[config.mk]
export PLATFORM = sky130hd
export DESIGN_NAME = axi_lite_master_top
export DESIGN_NICKNAME = d
export VERILOG_FILES = /design/src/logic/axi_lite_pkg.sv /design/src/logic/host_pkg.sv /design/src/logic/axi_lite_master_top.sv /design/src/logic/axi_read_engine.sv /design/src/logic/axi_write_engine.sv /design/src/logic/bridge_cfg_regs.sv
export SDC_FILE = /design/constraint.sdc
export NUM_CORES = 1
export LEC_CHECK = 0
export BUFFER_PORTS_ARGS = -buffer_cell sky130_fd_sc_hd__buf_2
export CAP_MARGIN = 0
export CELL_PAD_IN_SITES_DETAIL_PLACEMENT = 0
export CELL_PAD_IN_SITES_GLOBAL_PLACEMENT = 1
export CORE_MARGIN = 2
export CORE_UTILIZATION = 39
export CTS_CLUSTER_DIAMETER = 40
export DETAILED_ROUTE_END_ITERATION = 7
export PLACE_DENSITY_LB_ADDON = 0.2
export REMOVE_ABC_BUFFERS = 1
export SLEW_MARGIN = 10
export SYNTH_ARGS = -nofsm -noshare
export SYNTH_HDL_FRONTEND = slang
export SYNTH_SLANG_ARGS = --single-unit
[constraint.sdc]
create_clock -name clk -period 7.23 [get_ports clk]
set_input_delay 0.3615 -clock clk [delete_from_list [all_inputs] [get_ports clk]]
set_output_delay 0.3615 -clock clk [all_outputs]
set_load 0.05 [all_outputs]
[src/logic/axi_lite_pkg.sv]
package axi_lite_pkg;

    localparam int addr_w = 32;
    localparam int data_w = 32;

    typedef enum logic [1:0] {
        okay   = 2'b00,
        exokay = 2'b01,
        slverr = 2'b10,
        decerr = 2'b11
    } axi_resp_e;

    // write address channel payload
    typedef struct packed {
        logic [addr_w-1:0] addr;
    } axi_aw_t;

    typedef struct packed {
        logic [data_w-1:0] data;
    } axi_w_t;

    typedef struct packed {
        axi_resp_e resp;
    } axi_b_t;

    typedef struct packed {
        logic [addr_w-1:0] addr;
    } axi_ar_t;

    // read data with its response in the low bits
    typedef struct packed {
        logic [data_w-1:0] data;
        axi_resp_e         resp;
    } axi_r_t;

endpackage

[src/logic/host_pkg.sv]
package host_pkg;

    localparam int tmo_w       = 8;
    localparam int tmo_default = 100;

    typedef struct packed {
        logic [axi_lite_pkg::addr_w-1:0] addr;
        logic [axi_lite_pkg::data_w-1:0] data;
    } host_req_t;

    typedef enum logic [1:0] {
        st_okay,
        st_slverr,
        st_decerr,
        st_timeout
    } xfer_status_e;

    typedef struct packed {
        xfer_status_e                    status;
        logic [axi_lite_pkg::data_w-1:0] data;
    } host_rsp_t;

    // exokay has no meaning without exclusive access, so it counts as okay
    function automatic xfer_status_e to_status(axi_lite_pkg::axi_resp_e resp);
        case (resp)
            axi_lite_pkg::slverr: return st_slverr;
            axi_lite_pkg::decerr: return st_decerr;
            default:              return st_okay;
        endcase
    endfunction

endpackage

[src/logic/axi_lite_master_top.sv]
`timescale 1ns/1ps

module axi_lite_master_top (
    input  logic                       clk,
    input  logic                       rst,
    input  logic                       wr_req,
    input  logic                       rd_req,
    input  host_pkg::host_req_t        req,
    output logic                       wr_done,
    output host_pkg::host_rsp_t        wr_rsp,
    output logic                       rd_done,
    output host_pkg::host_rsp_t        rd_rsp,
    output logic                       wr_busy,
    output logic                       rd_busy,
    input  logic                       cfg_we,
    input  logic [host_pkg::tmo_w-1:0] cfg_limit,
    output logic [host_pkg::tmo_w-1:0] err_count,
    output logic [host_pkg::tmo_w-1:0] tmo_count,
    output axi_lite_pkg::axi_aw_t      aw,
    output logic                       awvalid,
    input  logic                       awready,
    output axi_lite_pkg::axi_w_t       w,
    output logic                       wvalid,
    input  logic                       wready,
    input  axi_lite_pkg::axi_b_t       b,
    input  logic                       bvalid,
    output logic                       bready,
    output axi_lite_pkg::axi_ar_t      ar,
    output logic                       arvalid,
    input  logic                       arready,
    input  axi_lite_pkg::axi_r_t       r,
    input  logic                       rvalid,
    output logic                       rready
);
    import host_pkg::*;

    logic [tmo_w-1:0] timeout_limit;

    axi_write_engine u_wr (
        .clk     (clk),
        .rst     (rst),
        .wr_req  (wr_req),
        .req     (req),
        .aw      (aw),
        .awvalid (awvalid),
        .awready (awready),
        .w       (w),
        .wvalid  (wvalid),
        .wready  (wready),
        .b       (b),
        .bvalid  (bvalid),
        .bready  (bready),
        .wr_done (wr_done),
        .wr_rsp  (wr_rsp),
        .busy    (wr_busy)
    );

    axi_read_engine u_rd (
        .clk           (clk),
        .rst           (rst),
        .rd_req        (rd_req),
        .req           (req),
        .timeout_limit (timeout_limit),
        .ar            (ar),
        .arvalid       (arvalid),
        .arready       (arready),
        .r             (r),
        .rvalid        (rvalid),
        .rready        (rready),
        .rd_done       (rd_done),
        .rd_rsp        (rd_rsp),
        .busy          (rd_busy)
    );

    bridge_cfg_regs u_cfg (
        .clk           (clk),
        .rst           (rst),
        .cfg_we        (cfg_we),
        .cfg_limit     (cfg_limit),
        .wr_done       (wr_done),
        .wr_rsp        (wr_rsp),
        .rd_done       (rd_done),
        .rd_rsp        (rd_rsp),
        .timeout_limit (timeout_limit),
        .err_count     (err_count),
        .tmo_count     (tmo_count)
    );

endmodule

[src/logic/axi_read_engine.sv]
`timescale 1ns/1ps

module axi_read_engine (
    input  logic                       clk,
    input  logic                       rst,
    input  logic                       rd_req,
    input  host_pkg::host_req_t        req,
    input  logic [host_pkg::tmo_w-1:0] timeout_limit,
    output axi_lite_pkg::axi_ar_t      ar,
    output logic                       arvalid,
    input  logic                       arready,
    input  axi_lite_pkg::axi_r_t       r,
    input  logic                       rvalid,
    output logic                       rready,
    output logic                       rd_done,
    output host_pkg::host_rsp_t        rd_rsp,
    output logic                       busy
);
    import host_pkg::*;

    typedef enum logic [1:0] {
        rd_idle,
        rd_addr,
        rd_data
    } rd_state_e;

    rd_state_e        state;
    rd_state_e        state_next;
    logic [tmo_w-1:0] wait_cnt;
    logic [tmo_w-1:0] lim_q;
    logic             accept;
    logic             r_hs;
    logic             tmo_hit;

    assign busy    = (state != rd_idle) || rd_done;
    assign accept  = rd_req && !busy;
    assign arvalid = (state == rd_addr);
    assign rready  = (state == rd_data) && rvalid;
    assign r_hs    = rready;

    // counter is zero one cycle after acceptance, so limit-1 lands done at T+limit+1
    assign tmo_hit = (state != rd_idle) && !r_hs && (wait_cnt == lim_q - 1'b1);

    always_comb begin
        state_next = state;
        case (state)
            rd_idle: if (accept) state_next = rd_addr;
            rd_addr: if (tmo_hit) state_next = rd_idle;
                     else if (arready) state_next = rd_data;
            rd_data: if (r_hs || tmo_hit) state_next = rd_idle;
            default: state_next = rd_idle;
        endcase
    end

    always_ff @(posedge clk) begin
        if (rst) begin
            state    <= rd_idle;
            rd_done  <= 1'b0;
            wait_cnt <= '0;
        end else begin
            state   <= state_next;
            rd_done <= r_hs || tmo_hit;
            if (accept) begin
                wait_cnt <= '0;
            end else if (state != rd_idle) begin
                wait_cnt <= wait_cnt + 1'b1;
            end
        end
    end

    // limit sampled per request
    always_ff @(posedge clk) begin
        if (accept) begin
            ar.addr <= req.addr;
            lim_q   <= timeout_limit;
        end
        if (r_hs) begin
            rd_rsp.status <= to_status(r.resp);
            rd_rsp.data   <= r.data;
        end else if (tmo_hit) begin
            rd_rsp.status <= st_timeout;
            rd_rsp.data   <= '0;
        end
    end

    ar_hold: assert property (@(posedge clk) disable iff (rst)
        arvalid && !arready && !tmo_hit |=> arvalid && $stable(ar));

endmodule

[src/logic/axi_write_engine.sv]
`timescale 1ns/1ps

module axi_write_engine (
    input  logic                  clk,
    input  logic                  rst,
    input  logic                  wr_req,
    input  host_pkg::host_req_t   req,
    output axi_lite_pkg::axi_aw_t aw,
    output logic                  awvalid,
    input  logic                  awready,
    output axi_lite_pkg::axi_w_t  w,
    output logic                  wvalid,
    input  logic                  wready,
    input  axi_lite_pkg::axi_b_t  b,
    input  logic                  bvalid,
    output logic                  bready,
    output logic                  wr_done,
    output host_pkg::host_rsp_t   wr_rsp,
    output logic                  busy
);
    import host_pkg::*;

    typedef enum logic [1:0] {
        ch_wait,
        ch_send,
        ch_sent
    } ch_state_e;

    ch_state_e aw_state;
    ch_state_e w_state;
    logic      accept;
    logic      resp_wait;
    logic      b_hs;

    // one step of a channel machine, shared by aw and w
    function automatic ch_state_e ch_step(ch_state_e s, logic go, logic rdy, logic fin);
        case (s)
            ch_wait: return go ? ch_send : ch_wait;
            ch_send: return rdy ? ch_sent : ch_send;
            ch_sent: return fin ? ch_wait : ch_sent;
            default: return ch_wait;
        endcase
    endfunction

    assign busy      = (aw_state != ch_wait) || (w_state != ch_wait) || wr_done;
    assign accept    = wr_req && !busy;
    assign resp_wait = (aw_state == ch_sent) && (w_state == ch_sent);
    assign bready    = resp_wait && bvalid;
    assign b_hs      = bready;

    assign awvalid = (aw_state == ch_send);
    assign wvalid  = (w_state == ch_send);

    always_ff @(posedge clk) begin
        if (rst) begin
            aw_state <= ch_wait;
            w_state  <= ch_wait;
            wr_done  <= 1'b0;
        end else begin
            aw_state <= ch_step(aw_state, accept, awready, b_hs);
            w_state  <= ch_step(w_state, accept, wready, b_hs);
            wr_done  <= b_hs;
        end
    end

    // payload held from acceptance until the handshakes
    always_ff @(posedge clk) begin
        if (accept) begin
            aw.addr <= req.addr;
            w.data  <= req.data;
        end
        if (b_hs) begin
            wr_rsp.status <= to_status(b.resp);
            wr_rsp.data   <= '0;
        end
    end

    aw_hold: assert property (@(posedge clk) disable iff (rst)
        awvalid && !awready |=> awvalid && $stable(aw));

    w_hold: assert property (@(posedge clk) disable iff (rst)
        wvalid && !wready |=> wvalid && $stable(w));

    // an idle engine has nothing to complete
    no_done_idle: assert property (@(posedge clk) disable iff (rst)
        !busy |=> !wr_done);

endmodule

[src/logic/bridge_cfg_regs.sv]
`timescale 1ns/1ps

module bridge_cfg_regs (
    input  logic                       clk,
    input  logic                       rst,
    input  logic                       cfg_we,
    input  logic [host_pkg::tmo_w-1:0] cfg_limit,
    input  logic                       wr_done,
    input  host_pkg::host_rsp_t        wr_rsp,
    input  logic                       rd_done,
    input  host_pkg::host_rsp_t        rd_rsp,
    output logic [host_pkg::tmo_w-1:0] timeout_limit,
    output logic [host_pkg::tmo_w-1:0] err_count,
    output logic [host_pkg::tmo_w-1:0] tmo_count
);
    import host_pkg::*;

    logic           wr_err;
    logic           rd_err;
    logic           rd_tmo;
    logic [1:0]     err_inc;
    logic [tmo_w:0] err_sum;

    assign wr_err = wr_done && (wr_rsp.status == st_slverr || wr_rsp.status == st_decerr);
    assign rd_err = rd_done && (rd_rsp.status == st_slverr || rd_rsp.status == st_decerr);
    assign rd_tmo = rd_done && (rd_rsp.status == st_timeout);

    // both engines may report an error in the same cycle
    assign err_inc = {1'b0, wr_err} + {1'b0, rd_err};
    assign err_sum = {1'b0, err_count} + (tmo_w + 1)'(err_inc);

    always_ff @(posedge clk) begin
        if (rst) begin
            timeout_limit <= tmo_w'(tmo_default);
            err_count     <= '0;
            tmo_count     <= '0;
        end else begin
            if (cfg_we && cfg_limit != '0) begin
                timeout_limit <= cfg_limit;
            end
            // saturate at all ones
            if (err_sum[tmo_w]) begin
                err_count <= '1;
            end else begin
                err_count <= err_sum[tmo_w-1:0];
            end
            if (rd_tmo && tmo_count != '1) begin
                tmo_count <= tmo_count + 1'b1;
            end
        end
    end

    limit_nonzero: assert property (@(posedge clk) disable iff (rst)
        timeout_limit != '0);

endmodule

==> results of run 1 <==
layout by cell type (no fill, tap or decap), types with 3 or more instances in the layout:
master / instances
clkbuf_16: 17
nand2_1: 26
and3_1: 5
o2111ai_1: 3
inv_1: 10
or4_1: 3
o21ai_0: 4
xor2_1: 12
conb_1: 32
nor2b_1: 6
ha_1: 5
dfxtp_1: 40
buf_2: 274
nand4_1: 4
nor2_1: 28
a22oi_1: 5
edfxtp_1: 140
a21oi_1: 13
and2_1: 35
inv_8: 3
nor3_1: 6
nand3_1: 5
buf_4: 3
inv_6: 5
nand2b_1: 6
nand3b_1: 5
xnor2_1: 14
worst max-delay path: stages, from the launching register on:
cell	delay [ns]
dfxtp_1	0.57
nand3b_1	0.22
inv_1	0.62
buf_2	0.39
power by group through the flow:
stage,clock (W),combinational [W],sequential (W)
after detailed placement,0,0.000391,0.00123
after global placement,0,0.000388,0.00123
after floorplan,0,0.000102,0.00142
final,0.000885,0.000388,0.00121
after global routing,0.000962,0.000408,0.00122
after CTS,0.000912,0.000391,0.00121
area by class of cell:
| cell class | count | share of cell area (%) |
|---|---|---|
| antenna | 1 | 0.0285 |
| clock buffer | 17 | 4.84 |
| clock inverter | 15 | 1.67 |
| inverter | 11 | 0.470 |
| multi-input combinational | 243 | 17.0 |
| sequential | 180 | 57.0 |
| tap | 220 | 3.13 |
| timing repair buffer | 277 | 15.9 |
stage by stage:
stage	hold slack (ns)	cells	cell area, µm²	setup WS (ns)	util (%)
2_1_floorplan	0.408	434	6530	3.04	-
3_3_place_gp	0.414	931	8210	4.92	49.1
3_5_place_dp	0.418	931	8210	4.85	49.1
4_1_cts	0.0901	963	8780	4.59	52.6
5_1_grt	0.0900	963	8780	4.39	52.6
6_report	0.114	964	8780	4.63	52.6
registers in the layout, summed over array words and instances, names as in the netlist, 8 cells and up:
name,count
u_cfg.tmo_count,8
u_cfg.err_count,8
u_wr.w,32
u_wr.aw,32
u_rd.wait_cnt,8
u_rd.ar,32
u_rd.lim_q,8
u_rd.rd_rsp,34
u_cfg.timeout_limit,8
cell families (layout without fill, tap and decap cells):
group                    after synthesis  after routing  synth area share [%]
flip-flops                           180            180                  74.7
AND/OR/NAND/NOR                      138            138                  11.1
buffers and inverters                 53            320                  4.80
AO/OA/AOI/OAI                         38             38                  4.20
XOR/XNOR                              26             26                  3.40
adder cells (fa/ha/maj)                6              6                  1.23
multiplexers                           3              3                 0.467
other                                  1             33                0.0560
metal layers:
layer	vias up	global-route usage (%)
li1	2109	-
met3	20	6.83
met4	0	6.25
met2	235	24.6
met5	-	0
met1	1995	17.4
worst max path at each step:
stage | startpoint | end | slack [ns] | cells after the start
floorplan | u_rd.rd_done$_SDFF_PP0_ | u_rd.wait_cnt[0]$_SDFFE_PP0P_ | 3.04 | 4
global route | u_rd.state[1]$_SDFFE_PP0P_ | rready | 4.39 | 3
finish | u_rd.state[1]$_SDFFE_PP0P_ | rready | 4.63 | 3
detailed placement | u_rd.lim_q[0]$_DFFE_PP_ | u_rd.rd_rsp[17]$_SDFFCE_PN0P_ | 4.85 | 8
CTS | u_rd.state[1]$_SDFFE_PP0P_ | rready | 4.59 | 3
global placement | u_rd.lim_q[0]$_DFFE_PP_ | u_rd.rd_rsp[0]$_SDFFCE_PN0P_ | 4.92 | 8
==> flow_summary.toml, run 1 <==
[outcome]
status = "finished, final reports clean"

[floorplanning]
ios = 307
core_area_mm2 = 0.0167
die_h_um = 135
num_rows = 47
start_util_pct = 40.1
dieArea_mm2 = 0.0182
die_width_um = 135

[yosys]
yosysSeqAreaShare_pct = 74.7
syn_area_per_cell_um2 = 15.0
synth.area.top_cells = "edfxtp_1 63%, dfxtp_1 12%, buf_4 3.6%"
synth_edf_count = 140
yosysWarnings = 0
synthFlopType = "edfxtp_1"
synth_cells = 445
yosysTopAreaCellShare_pct = 62.8
synthesis.area_mm2 = 0.00670
ys_ff_latch = 180
synth_area_leader_cell = "edfxtp_1"
ys_async_sr_fraction_pct = 0
synth_cell_types = 45
synth_common_cells = "140 x edfxtp_1, 40 x dfxtp_1, 35 x and2_1"
yosysMostFrequentCell = "edfxtp_1"

[power_and_ir_drop]
leakage_nw = 3.63
powerDensity_mw_per_mm2 = 283
peakVddDrop_v = 0.000164
p_sw_w = 0.000732
pwr-share-comb_pct = 15.6
p_seq_share_pct = 48.7
switching_share_pct = 29.5
clockPowerShare_pct = 35.6
cellInternalPower_w = 0.00175
total_power_w = 0.00248

[timing]
min_period_ns = 2.60
maxSlewViolCount = 0
fmax_mhz = 385
tightestPinTransition_ns = 0.804
timing.final.hold_violations = 0
maxSlewHeadroom_pct = 46.4
setup-violations-final = 0
final.setup.tns_ns = 0
fin_crit_sh_pct = 35.9
clock_skew_ns = 0.0119
rsz0062_at_grt = "false"

[hold_path]
holdCritStartpoint = "req[5]"
min_path_cells = 1
hold_end = "u_wr.w[5]$_DFFE_PP_"
hold_path_class = "input port to flop"

[place]
port_buffers = 274
hpwlAfterDp_um = 10400
gp_congestion = 0.747

[layout]
area_growth_syn_to_layout_pct = 31.1
multi_input_area_mm2 = 0.00149
regArea_mm2 = 0.00500
nNetsFinal = 854
fillers = 1454
drive_gt1_share_pct = 42.7

[critical_path]
rrSetupSlack_ns = 4.88
rr_worst_depth = 8
cp-end-kind = "output port"
worst-setup-path-type = "flop to output port"
cp.arrival_ns = 2.23
crit_path_start_kind = "flop"
cp_max_fo = 35
r2r_end = "u_rd.rd_rsp[14]$_SDFFCE_PN0P_"
regToRegStartpoint = "u_rd.lim_q[0]$_DFFE_PP_"
critPathRequiredTime_ns = 6.87

[grt]
grt_overflow = 0
antenna_found_initial = 1
grt_pass1_wl_um = 21100
grt_use_total_pct = 15.1
grt_max_degree = 65
first_global_vias = 4169

[clock_network]
htreeDepth = 4
cts.sinks = 180
cts_tree = "built"
clock_path_buffers = 2
insertion_delay_ns = 0.43
cts_resized = 0
numCtsBuffers = 17
cts_setup_buffers = 0
root_buffer = "clkbuf_16"
cts_hold_buf = 0
clkTransAtPathRegs_ns = 0.07

[routing]
wl_per_cell_um = 14.6
drc = 0
drtPass1Iterations = 4
drt-met1-wl_um = 5480
routed_wl_um = 14100
top_layer = "met4"
first_iter_violations = 207
wl_met2_um = 6660
viasPerCell = 4.52
route.vias.total = 4359
met3WireLength_um = 1720
drtAntennaViolNets = 0

[flow_run]
drv_cap = 0
Power figures use the tool's default switching activity.
==> run 2: changes to the inputs <==
CORE_UTILIZATION = 33   (was 39)
clock period = 2.3 ns   (was 7.23 ns; I/O delays follow)
==> run 2 against run 1 <==
Global-route usage is 0.67 points lower. Wire length grew 12%. Via count grew 12%. Die area is 18% higher. Flip-flop and latch count stayed put. Utilization down 1.8 points. Clock skew fell by 0.0020 ns. Combinational power grew to 3.7 times the previous value. Count of clock-buffer cells in the layout is the same. Critical path type is now flop to flop.
==> flow_summary.toml, run 2 (synthesized netlist as in run 1, its figures left out) <==
[layout]
regMostFlops = "u_rd.rd_rsp"
drive_gt1_share_pct = 38.9
nNetsFinal = 980
postLayoutCellArea_mm2 = 0.0102
finish.utilization_pct = 50.8
layout_commonest_cell = "buf_2"
area_growth_syn_to_layout_pct = 52.4
largest_register_ffs = 34
fillers = 1766
layout_common_cells = "274 x buf_2, 140 x edfxtp_1, 114 x dlygate4sd3_1"

[grt]
grt_pass1_wl_um = 24700
grt_overflow = 0
antenna_found_initial = 1
first_global_vias = 4953
gr-usage-met1_pct = 17.6
grt_max_degree = 42
use_met3_pct = 4.47
grt_use_total_pct = 14.4
gr-usage-met2_pct = 24.2
busiest_layer = "met2"

[hold_path]
hold_path_class = "input port to flop"
min_path_cells = 3

[timing]
whs_ns = 0.0309
maxSlewViolCount = 0
rsz0062_at_grt = "false"
min_period_ns = 2.17
fmax_mhz = 460
clock_skew_ns = 0.00990
tightestPinTransition_ns = 0.637
setup-violations-final = 0
fin_crit_sh_pct = 94.6
timing.final.hold_violations = 0
maxSlewHeadroom_pct = 57.5
final.setup.tns_ns = 0

[clock_network]
cts_tree = "built"
root_buffer = "clkbuf_16"
numCtsBuffers = 17
insertion_delay_ns = 0.42
clock_path_buffers = 2
cts.sinks = 180
htreeDepth = 4
clkTransAtPathRegs_ns = 0.07

[routing]
routed_wl_um = 15900
first_iter_violations = 196
drtPass1Iterations = 4
viasPerCell = 4.29
drtAntennaViolNets = 0
drc = 0
wl_per_cell_um = 13.9
route.vias.total = 4885

[floorplanning]
ios = 307
die_h_um = 146
die_width_um = 146
dieArea_mm2 = 0.0214
core_area_mm2 = 0.0201
start_util_pct = 33.3
num_rows = 52

[critical_path]
critPathRequiredTime_ns = 2.57
cp.arrival_ns = 2.45
rr_worst_depth = 8
worst-setup-path-type = "flop to flop"
crit_path_start_kind = "flop"
cp_max_fo = 6
slowest_stage = "edfxtp_1"
max_stage_delay_ns = 0.41
cp-end-kind = "flop"
cp_cell_sequence = "ha_1 > and2_1 > fa_2 > ha_1 > and3_1 > and3_4 > nand3_4 > a21oi_1"
critPathMostFrequentCell = "ha_1"

[power_and_ir_drop]
clockPowerShare_pct = 35.2
peakVddDrop_v = 0.000483
p_seq_share_pct = 47.0
pwr-share-comb_pct = 17.8
leakage_nw = 4.18
p_sw_w = 0.00240
switching_share_pct = 29.7
total_power_w = 0.00808
powerDensity_mw_per_mm2 = 792
cellInternalPower_w = 0.00568

[place]
port_buffers = 274
gp_congestion = 0.779
hpwlAfterDp_um = 10800
postPlaceCellArea_mm2 = 0.00837

[flow_run]
drv_cap = 0

[outcome]
status = "finished, final reports clean"
## run 2: changes by cell type in the layout (fill, tap and decap cells not counted), sizes merged
cell         delta
clkinv          -1
clkbuf          +1
inv             -1
buf            +11
dlygate4sd3   +114
clkinvlp        +2
## run 2: timing repair
action                                  CTS  global route
cloned                                    0             1
endpoints found under the hold margin   145             0
setup buffers                             0             2
endpoints found under the setup margin    6            41
gates resized for setup                   1            10
hold buffers                            114             0
pin swaps                                 0             1
## run 2: per-stage QoR
stage	instances	worst slack, ns
4_1_cts	1136	0.0317
3_3_place_gp	990	0.0462
5_1_grt	1139	0.00769
2_1_floorplan	434	-1.89
3_5_place_dp	990	-0.0394
6_report	1140	0.125
## run 2: layer usage
metal | vias to the layer above | part of all wire [%] | routed length, µm
met4 | 2 | 1.7 | 274
met5 | - | 0.082 | 13
met1 | 2275 | 42 | 6670
li1 | 2365 | - | -
met3 | 24 | 7.6 | 1200
met2 | 219 | 49 | 7710
## run 2: power groups by stage
stage,logic [W],clock network (W),registers (W)
final,0.00144,0.00284,0.00380
after global routing,0.00151,0.00309,0.00382
after CTS,0.00143,0.00296,0.00380
after detailed placement,0.00127,0,0.00387
after global placement,0.00127,0,0.00387
after floorplan,0.000322,0,0.00446
## run 2: worst max-delay path, delay by kind of cell, from the launching register on
family                   cells  cell delay, ns
AO/OA/AOI/OAI                1            0.08
adder cells (fa/ha/maj)      3            0.84
flip-flops                   1            0.41
AND/OR/NAND/NOR              4            0.70
## run 2: worst paths after layout
check,start,end,slack (ns)
worst max-delay path,u_rd.rd_rsp[33]$_SDFFCE_PN1P_,u_cfg.err_count[0]$_SDFF_PP0_,0.13
worst min-delay path,cfg_we,u_cfg.timeout_limit[4]$_SDFFE_PP0P_,0.03
worst max register to register,u_rd.rd_rsp[33]$_SDFFCE_PN1P_,u_cfg.err_count[0]$_SDFF_PP0_,0.13
worst min register to register,u_cfg.timeout_limit[6]$_SDFFE_PP1P_,u_rd.lim_q[6]$_DFFE_PP_,0.44
## run 2: layout make-up
| class | count | area (µm²) | share of cell area [%] |
|---|---|---|---|
| Tap cell | 270 | 338 | 3.31 |
| Clock inverter | 15 | 165 | 1.62 |
| Clock buffer | 17 | 425 | 4.17 |
| Inverter | 11 | 41.3 | 0.405 |
| Sequential cell | 180 | 5000 | 49.0 |
| Multi-Input combinational cell | 243 | 1550 | 15.2 |
| Antenna cell | 1 | 2.50 | 0.0245 |
| Timing Repair Buffer | 403 | 2680 | 26.3 |
==> run 3: changes to the inputs <==
CELL_PAD_IN_SITES_DETAIL_PLACEMENT = unset   (was 0)
CELL_PAD_IN_SITES_GLOBAL_PLACEMENT = unset   (was 1)
CORE_UTILIZATION = 42   (was 33)
==> run 3 against run 2 <==
Worst hold slack worse by 0.0025 ns. Clock skew about the same. Maximum frequency rose by 1.3%. Via count rose by 0.78%. Count of clock-buffer cells in the layout up 1. Setup slack better by 0.029 ns. Die area shrank 21%. Combinational power about the same. Final cell count is 4.9% lower.
==> flow_summary.toml, run 3 (synthesized netlist as in run 1, its figures left out) <==
[layout]
layout_common_cells = "274 x buf_2, 140 x edfxtp_1, 113 x dlygate4sd3_1"
area_growth_syn_to_layout_pct = 50.8
nNetsFinal = 979
num_antenna_cells = 0
regArea_mm2 = 0.00500
drive_gt1_share_pct = 38.8
fillers = 1190
layout_commonest_cell = "buf_2"
largest_register_ffs = 34
regMostFlops = "u_rd.rd_rsp"
multi_input_area_mm2 = 0.00155

[critical_path]
startpoint = "u_rd.rd_rsp[32]$_SDFFCE_PN1P_"
cp_max_fo = 6
regToRegStartpoint = "u_rd.rd_rsp[32]$_SDFFCE_PN1P_"
cp-end-kind = "flop"
worst-setup-path-type = "flop to flop"
critPathRequiredTime_ns = 2.58
cp.arrival_ns = 2.43
crit_path_start_kind = "flop"

[timing]
timing.final.hold_violations = 0
min_period_ns = 2.15
fin_crit_sh_pct = 93.3
maxSlewViolCount = 0
finalWorstSetupSlack_ns = 0.154
fmax_mhz = 466
tightestPinTransition_ns = 0.623
maxSlewHeadroom_pct = 58.5
clock_skew_ns = 0.00945
rsz0062_at_grt = "false"
setup-violations-final = 0

[clock_network]
insertion_delay_ns = 0.42
clkTransAtPathRegs_ns = 0.07
htreeDepth = 4
root_buffer = "clkbuf_16"
clock_path_buffers = 2
cts.sinks = 180
numCtsBuffers = 17
cts_tree = "built"

[floorplanning]
dieArea_mm2 = 0.0170
num_rows = 46
ios = 307
core_area_mm2 = 0.0157
start_util_pct = 42.6
die_h_um = 130
die_width_um = 130

[power_and_ir_drop]
total_power_w = 0.00795
powerDensity_mw_per_mm2 = 787
leakage_nw = 4.15
peakVddDrop_v = 0.000488

[routing]
wl_per_cell_um = 14.7
first_iter_violations = 250
route.vias.total = 4923
drc = 0
viasPerCell = 4.54
routed_wl_um = 15900
drtPass1Iterations = 4
drtAntennaViolNets = 0

[grt]
grt_overflow = 0
grt_use_total_pct = 18.1
grt_pass1_wl_um = 23400
grt_max_degree = 42
first_global_vias = 4859
antenna_found_initial = 2

[hold_path]
holdCritStartpoint = "cfg_we"
hold_path_class = "input port to flop"

[place]
hpwlAfterDp_um = 10300
gp_congestion = 0.821
place_ws_ns = 0.000809
port_buffers = 274

[flow_run]
drv_cap = 0

[outcome]
status = "finished, final reports clean"
==> run 3: changes by cell type in the layout (fill, tap and decap cells not counted), sizes merged <==
cell,before,now
diode,1,0
dlygate4sd3,114,113
clkbuf,18,19
inv,18,15
bufinv,1,0
clkinvlp,3,6
==> run 3: final cells by class <==
cell class                      instances  area share [%]
Timing Repair Buffer                  402            26.6
Multi-Input combinational cell        243            15.3
Clock buffer                           18            4.25
Clock inverter                         14            1.24
Sequential cell                       180            49.6
Inverter                               11           0.409
Tap cell                              216            2.68
==> run 3: power by group <==
part	internal, W	switching (W)	leakage, nW
combinational	0.000414	0.00104	2.31
sequential	0.00374	0.0000697	1.59
clock	0.00141	0.00128	0.250
total	0.00556	0.00238	4.15
==> run 3: per-layer routing <==
layer  up-vias  track usage, %  wire (µm)
met2       231            31.4       7990
met5         -               0          0
li1       2362               -          -
met3        14            7.83       1690
met4         0            6.01        182
met1      2316            20.0       6060
==> run 3: timing repair <==
action	4_1_cts	5_1_grt
pin swaps	0	2
gates cloned	0	1
endpoints found under the hold margin	145	0
buffers inserted	0	2
hold buffers	113	0
gates resized for setup	1	10
setup endpoints to repair	5	41
==> run 3: worst paths after layout <==
check                                        end  slack (ns)  cells after the start
max                u_cfg.err_count[1]$_SDFF_PP0_        0.15                      8
min reg2reg              u_rd.lim_q[2]$_DFFE_PP_        0.43                      0
max reg2reg        u_cfg.err_count[1]$_SDFF_PP0_        0.15                      8
min          u_cfg.timeout_limit[4]$_SDFFE_PP0P_        0.03                      3
==> run 3: through the flow <==
stage	instances	utilization [%]	TNS [ns]	hold WS, ns	cell area, µm²
detailed placement	936	52.9	0	0.293	8320
floorplan	434	-	-123.02	0.184	6530
finish	1084	64.3	0	0.0283	10100
global route	1084	64.3	0	0.0394	10100
global placement	936	52.9	0	0.291	8320
CTS	1081	63.7	0	0.0166	10000
==> run 3: worst max-delay path, stage by stage, from the launching register on <==
cell and delay [ns]:
edfxtp_1 0.40, ha_1 0.29, and2_1 0.17, fa_2 0.34, ha_1 0.20, and3_1 0.21
and3_4 0.21, nand3_4 0.11, a21oi_1 0.08
